File: config.mk
export PLATFORM = sky130hd
export DESIGN_NAME = serv_exec_top
export DESIGN_NICKNAME = d
export VERILOG_FILES = /design/src/serv_pkg.sv /design/src/serv_alu.sv /design/src/serv_bufreg.sv /design/src/serv_bufreg2.sv /design/src/serv_exec_top.sv /design/src/serv_state.sv
export SDC_FILE = /design/constraint.sdc
export NUM_CORES = 1
export LEC_CHECK = 0
export BUFFER_PORTS_ARGS = -buffer_cell sky130_fd_sc_hd__buf_4
export CORE_MARGIN = 5
export CORE_UTILIZATION = 50
export CTS_CLUSTER_SIZE = 16
export DETAILED_ROUTE_END_ITERATION = 6
export PLACE_DENSITY_LB_ADDON = 0.12
export SETUP_SLACK_MARGIN = 0.15
export SYNTH_ARGS = -nofsm -noshare
export SYNTH_HDL_FRONTEND = slang
export SYNTH_SLANG_ARGS = --single-unit
File: constraint.sdc
create_clock -name clk -period 2.9 [get_ports clk]
set_clock_uncertainty 0.2 [all_clocks]
set_input_delay 0.29 -clock clk [delete_from_list [all_inputs] [get_ports clk]]
set_output_delay 0.29 -clock clk [all_outputs]
set_load 0.05 [all_outputs]
File: src/serv_pkg.sv
package serv_pkg;

   // Operand and result width
   localparam int XLEN = 32;

   // Raw immediate field from an I-type instruction
   localparam int IMM_W = 12;

   // Bit counter runs 0 .. LAST_BIT, one operand bit per cycle
   localparam int LAST_BIT = XLEN - 1;

   typedef logic [XLEN-1:0] word_t;

   typedef logic [IMM_W-1:0] imm_t;

   typedef logic [$clog2(XLEN)-1:0] cnt_t;

   // ALU operations
   typedef enum logic [2:0] {
      ALU_ADD  = 3'd0,
      ALU_SUB  = 3'd1,
      ALU_XOR  = 3'd2,
      ALU_OR   = 3'd3,
      ALU_AND  = 3'd4,
      ALU_SLT  = 3'd5,
      ALU_SLTU = 3'd6
   } alu_op_e;

   // Sequencer states
   typedef enum logic [1:0] {
      ST_IDLE = 2'd0,
      ST_RUN  = 2'd1,
      ST_DONE = 2'd2
   } state_e;

endpackage

File: src/serv_alu.sv
`timescale 1ns/1ps

module serv_alu
   import serv_pkg::*;
   (
   input  logic    clk,
   input  logic    i_rst_n,
   input  logic    i_load,
   input  logic    i_en,
   input  logic    i_cnt0,
   input  logic    i_cnt_done,
   input  alu_op_e i_op,
   input  logic    i_rs1,
   input  logic    i_op_b,
   output word_t   o_rd
   );

   alu_op_e op_q;
   logic    carry_q;
   word_t   acc_q;
   word_t   rd_q;

   logic sub_op;
   logic cmp_op;
   logic op_b_inv;
   logic carry_in;
   logic sum;
   logic carry_out;
   logic lt;
   logic res_bit;

   // Operation is held for the whole serial pass
   always_ff @(posedge clk) begin
      if (i_load) begin
         op_q <= i_op;
      end
   end

   // Compares reuse the subtractor
   assign sub_op = (op_q == ALU_SUB) || (op_q == ALU_SLT) || (op_q == ALU_SLTU);
   assign cmp_op = (op_q == ALU_SLT) || (op_q == ALU_SLTU);

   // Subtract as a + ~b + 1, the +1 enters as carry on bit 0
   assign op_b_inv  = i_op_b ^ sub_op;
   assign carry_in  = i_cnt0 ? sub_op : carry_q;
   assign sum       = i_rs1 ^ op_b_inv ^ carry_in;
   assign carry_out = (i_rs1 & op_b_inv) | (carry_in & (i_rs1 ^ op_b_inv));

   // Valid on the last bit, where i_rs1 and i_op_b are the sign bits.
   // No carry out of a - b means a borrow, so a < b unsigned.
   always_comb begin
      if ((op_q == ALU_SLT) && (i_rs1 != i_op_b)) begin
         lt = i_rs1;
      end else begin
         lt = ~carry_out;
      end
   end

   always_comb begin
      case (op_q)
         ALU_ADD,
         ALU_SUB: res_bit = sum;
         ALU_XOR: res_bit = i_rs1 ^ i_op_b;
         ALU_OR:  res_bit = i_rs1 | i_op_b;
         ALU_AND: res_bit = i_rs1 & i_op_b;
         default: res_bit = 1'b0;
      endcase
   end

   always_ff @(posedge clk) begin
      if (i_en) begin
         carry_q <= carry_out;
         acc_q   <= {res_bit, acc_q[XLEN-1:1]};
      end
   end

   // Result word only changes when a pass completes
   always_ff @(posedge clk) begin
      if (!i_rst_n) begin
         rd_q <= '0;
      end else if (i_en && i_cnt_done) begin
         if (cmp_op) begin
            rd_q <= {{(XLEN-1){1'b0}}, lt};
         end else begin
            rd_q <= {res_bit, acc_q[XLEN-1:1]};
         end
      end
   end

   assign o_rd = rd_q;

   a_cnt0_in_run : assert property (
      @(posedge clk) disable iff (!i_rst_n)
      i_cnt0 |-> i_en);

endmodule

File: src/serv_bufreg.sv
`timescale 1ns/1ps

module serv_bufreg
   import serv_pkg::*;
   (
   input  logic  clk,
   input  logic  i_load,
   input  logic  i_en,
   input  word_t i_rs1,
   output logic  o_q
   );

   word_t data_q;

   // Operand a, LSB first
   always_ff @(posedge clk) begin
      if (i_load) begin
         data_q <= i_rs1;
      end else if (i_en) begin
         data_q <= {1'b0, data_q[XLEN-1:1]};
      end
   end

   assign o_q = data_q[0];

endmodule

File: src/serv_bufreg2.sv
`timescale 1ns/1ps

module serv_bufreg2
   import serv_pkg::*;
   (
   input  logic  clk,
   input  logic  i_load,
   input  logic  i_en,
   input  logic  i_use_imm,
   input  word_t i_rs2,
   input  imm_t  i_imm,
   output logic  o_op_b
   );

   word_t data_q;
   word_t imm_ext;
   word_t load_val;

   // I-type immediate, sign bit copied into the upper bits
   assign imm_ext = {{(XLEN-IMM_W){i_imm[IMM_W-1]}}, i_imm};

   assign load_val = i_use_imm ? imm_ext : i_rs2;

   always_ff @(posedge clk) begin
      if (i_load) begin
         data_q <= load_val;
      end else if (i_en) begin
         data_q <= {1'b0, data_q[XLEN-1:1]};
      end
   end

   assign o_op_b = data_q[0];

endmodule

File: src/serv_exec_top.sv
`timescale 1ns/1ps

module serv_exec_top
   import serv_pkg::*;
   (
   input  logic    clk,
   input  logic    i_rst_n,
   input  logic    i_start,
   input  alu_op_e i_op,
   input  logic    i_use_imm,
   input  word_t   i_rs1,
   input  word_t   i_rs2,
   input  imm_t    i_imm,
   output logic    o_busy,
   output logic    o_done,
   output word_t   o_rd
   );

   logic load;
   logic cnt_en;
   logic cnt0;
   logic cnt_done;
   logic op_a;
   logic op_b;

   serv_state state
     (
      .clk        (clk),
      .i_rst_n    (i_rst_n),
      .i_start    (i_start),
      // Timing strobes
      .o_load     (load),
      .o_cnt_en   (cnt_en),
      .o_cnt0     (cnt0),
      .o_cnt_done (cnt_done),
      // Status
      .o_busy     (o_busy),
      .o_done     (o_done));

   serv_bufreg bufreg
     (
      .clk    (clk),
      .i_load (load),
      .i_en   (cnt_en),
      .i_rs1  (i_rs1),
      .o_q    (op_a));

   serv_bufreg2 bufreg2
     (
      .clk       (clk),
      .i_load    (load),
      .i_en      (cnt_en),
      .i_use_imm (i_use_imm),
      .i_rs2     (i_rs2),
      .i_imm     (i_imm),
      .o_op_b    (op_b));

   serv_alu alu
     (
      .clk        (clk),
      .i_rst_n    (i_rst_n),
      // State
      .i_load     (load),
      .i_en       (cnt_en),
      .i_cnt0     (cnt0),
      .i_cnt_done (cnt_done),
      // Control
      .i_op       (i_op),
      // Data
      .i_rs1      (op_a),
      .i_op_b     (op_b),
      .o_rd       (o_rd));

endmodule

File: src/serv_state.sv
`timescale 1ns/1ps

module serv_state
   import serv_pkg::*;
   (
   input  logic clk,
   input  logic i_rst_n,
   input  logic i_start,
   output logic o_load,
   output logic o_cnt_en,
   output logic o_cnt0,
   output logic o_cnt_done,
   output logic o_busy,
   output logic o_done
   );

   state_e state_q;
   state_e state_d;
   cnt_t   cnt_q;
   logic   last_bit;

   assign last_bit = (cnt_q == cnt_t'(LAST_BIT));

   // Next state
   always_comb begin
      state_d = state_q;
      case (state_q)
         ST_IDLE: begin
            if (i_start) begin
               state_d = ST_RUN;
            end
         end
         ST_RUN: begin
            if (last_bit) begin
               state_d = ST_DONE;
            end
         end
         ST_DONE: begin
            state_d = ST_IDLE;
         end
         default: begin
            state_d = ST_IDLE;
         end
      endcase
   end

   always_ff @(posedge clk) begin
      if (!i_rst_n) begin
         state_q <= ST_IDLE;
         cnt_q   <= '0;
      end else begin
         state_q <= state_d;
         if (o_load) begin
            cnt_q <= '0;
         end else if (o_cnt_en) begin
            // Wraps back to zero after the last bit
            cnt_q <= cnt_q + cnt_t'(1);
         end
      end
   end

   // Start is only accepted while idle
   assign o_load     = i_start && (state_q == ST_IDLE);
   assign o_cnt_en   = (state_q == ST_RUN);
   assign o_cnt0     = o_cnt_en && (cnt_q == '0);
   assign o_cnt_done = o_cnt_en && last_bit;
   assign o_busy     = (state_q != ST_IDLE);
   assign o_done     = (state_q == ST_DONE);

   // Load is followed by the first bit cycle
   a_load_starts_run : assert property (
      @(posedge clk) disable iff (!i_rst_n)
      o_load |=> (o_cnt0 && o_busy));

   // Last bit is followed by a single done cycle
   a_done_after_last_bit : assert property (
      @(posedge clk) disable iff (!i_rst_n)
      o_cnt_done |=> (o_done && !o_cnt_en));

endmodule

==> reports/qor.yml <==
core-area_um2: 12000
synth-seq-area-share: 0.617
synth_top_area_share: 0.489
ys_types: 36
timing.final.crit_period_ns: 2.49
rr_endpoint: "alu.acc_q[31]$_DFFE_PN_"
ys_seq_elements: 138
root_buffer: "clkbuf_16"
holdPathStages: 3
postCtsSetupBuffers: 0
maxCapViolations: 0
path_max_fanout: 3
holdCritPathClass: "primary input to flop"
worst_slew_pin_slew_ns: 0.711
die_w_um: 120
vias_per_cell: 5.09
grt_pass1_vias: 4013
syn_to_final_growth_pct: 32.6
hold_violations: 0
synthArstFlopShare: 0
cp_data_arrival_time_ns: 2.45
ys_top_cells_by_count: "99 x edfxtp_1, 39 x dfxtp_1, 38 x inv_1"
critical_path.cell_chain: "inv_1 -> ha_1 -> nand2b_1 -> nor4_2 -> mux2_2 -> fa_1 -> nor3b_1 -> a31oi_1 -> nand2_1"
crit_required_ns: 2.86
seq_area_um2: 3750
r2r_cells: 9
ys_top_cells_by_area: "edfxtp_1 49%, dfxtp_1 13%, mux2_4 7.7%"
synth_nets: 572
place_ws_ns: 0.301
cts_made_buffers: 17
cp_slowest_stage_delay_ns: 0.44
multi_input_area_um2: 2010
final_util: 0.674
hold_end: "bufreg2.data_q[20]$_DFFE_PP_"
cts.path.max_buffers: 2
design_area_um2: 8070
std_cell_rows: 40
finalNetCount: 716
dpl.cell_count: 719
overflow: 0
netlist_instances: 483
critPathSlowestCell: "fa_1"
period_share: 0.860
die_h_um: 120
hold_start: "i_rs2[20]"
whs_ns: 0.0331
synth_ff_type: "edfxtp_1"
power.leakage_nw: 3.41
gp_congestion: 0.747
peakVddDrop_v: 0.000394
totalWireLength_um: 11700
status: "complete, no violations"
place_area_um2: 7040
grt_max_degree: 63
num_antenna_cells: 0
synthMostInstantiatedCell: "edfxtp_1"
r2r-start: "state.cnt_q[0]$_SDFFE_PP0N_"
ff2ff_setup_slack_ns: 0.41
hpwl_um: 7070
avgSynthCellArea_um2: 12.6
clock_latency_ns: 0.41
cp-start-kind: "flop"
setup-violations-final: 0
slew_headroom: 0.526
rsz0062_at_grt: "no"
drt-initial-drc-count: 243
cts.clk_slew.worst_paths_ns: 0.06
drive_gt1_frac: 0.300
cp-end-kind: "flop"
worst-path-buf-inv: 1
io_pins: 117
cp_top_family: "adder cells"
grt_pass1_wl_um: 19500
yosys.area.top_type: "edfxtp_1"
dr.pass1.iters: 5
synth_edf_count: 99
syn-cell-area_um2: 6080
num_vias: 4007
finalNonFillerCells: 787
pwr_density_cell_nw_per_um2: 646
io_buffers: 116
antenna_found_initial: 0
cts.sinks: 138
die-area_um2: 14500
ant_nets: 0
initial_core_util: 0.508
cts_tree: "built"
crit_type: "flop to flop"
yosysWarnings: 0
grt_usage: 0.171
post_drt_wl_per_cell_um: 14.8
fmax_ghz: 0.401
drv_slew: 0
fill_cells: 897
cts_max_level: 4
finalSetupTns_ns: 0
total_power_mw: 5.21
remaining_drc_errors: 0
setup_slack_ns: 0.406
## worst max path at each step
stage                              endpoint                           from  slack (ns)  cells after the start
CTS                 alu.acc_q[31]$_DFFE_PN_    state.cnt_q[0]$_SDFFE_PP0N_        0.29                      9
global placement    alu.acc_q[31]$_DFFE_PN_    state.cnt_q[0]$_SDFFE_PP0N_        0.38                      9
finish              alu.acc_q[31]$_DFFE_PN_    state.cnt_q[0]$_SDFFE_PP0N_        0.41                      9
detailed placement  alu.acc_q[31]$_DFFE_PN_    state.cnt_q[0]$_SDFFE_PP0N_        0.30                      9
floorplan           alu.acc_q[31]$_DFFE_PN_  state.state_q[1]$_SDFFE_PN0P_        0.41                      8
global route        alu.acc_q[31]$_DFFE_PN_    state.cnt_q[0]$_SDFFE_PP0N_        0.20                      9
## worst reg2reg max path, stage by stage, from the launching register on
cell,delay (ns)
dfxtp_1,0.33
inv_1,0.09
ha_1,0.15
nand2b_1,0.07
nor4_2,0.16
mux2_2,0.38
fa_1,0.44
nor3b_1,0.14
a31oi_1,0.21
nand2_1,0.07
## per-layer routing
| layer | GRT usage | part of all wire | up-vias |
|---|---|---|---|
| li1 | - | - | 2017 |
| met5 | 0 | 0 | - |
| met4 | 0.0722 | 0.017 | 0 |
| met2 | 0.270 | 0.48 | 95 |
| met1 | 0.222 | 0.45 | 1880 |
| met3 | 0.0505 | 0.052 | 15 |
## report_power, final
part	leakage [nW]	internal, mW	switching, mW	total (mW)
logic	1.81	0.279	0.246	0.525
registers	1.28	2.33	0.0593	2.39
clock network	0.317	1.51	0.790	2.30
total	3.41	4.11	1.10	5.21
## layout make-up
| cell class | count | area share |
|---|---|---|
| sequential | 138 | 0.465 |
| clock buffer | 26 | 0.0738 |
| clock inverter | 6 | 0.00791 |
| inverter | 38 | 0.0177 |
| tap | 147 | 0.0228 |
| multi-input combinational | 272 | 0.249 |
| timing repair buffer | 160 | 0.163 |
## cell usage in the layout (no fill, tap or decap), drive strengths merged, types with 26 or more instances in the layout
cell type,synthesis,final
nand2,37,37
edfxtp,99,99
clkbuf,22,26
dfxtp,39,39
and2,35,35
dlygate4sd3,0,36
inv,38,39
o21ai,36,36
a211oi,31,31
buf,13,124
o21a,30,30
mux2,32,32
## sequential cells by signal (all words and copies together), names as in the netlist
signal,flops
bufreg.data_q,32
alu.o_rd,32
alu.op_q,3
alu.carry_q,1
bufreg2.data_q,32
alu.acc_q,31
state.state_q,2
state.cnt_q,5
## kinds of logic (layout without fill, tap and decap cells)
group,after synthesis,after routing,share of synthesized area
flip-flops,138,138,0.617
AO/OA/AOI/OAI,124,124,0.129
AND/OR/NAND/NOR,93,93,0.0788
buffers and inverters,73,230,0.0555
multiplexers,45,45,0.0998
adder cells (fa/ha/maj),6,6,0.0136
XOR/XNOR,4,4,0.00576
## timing repair
item	in CTS	in global routing
endpoints found under the hold margin	36	0
setup endpoints to repair	0	1
resized for setup	0	1
hold buffers	36	0
Note: power is estimated with default switching activity, not from simulation.
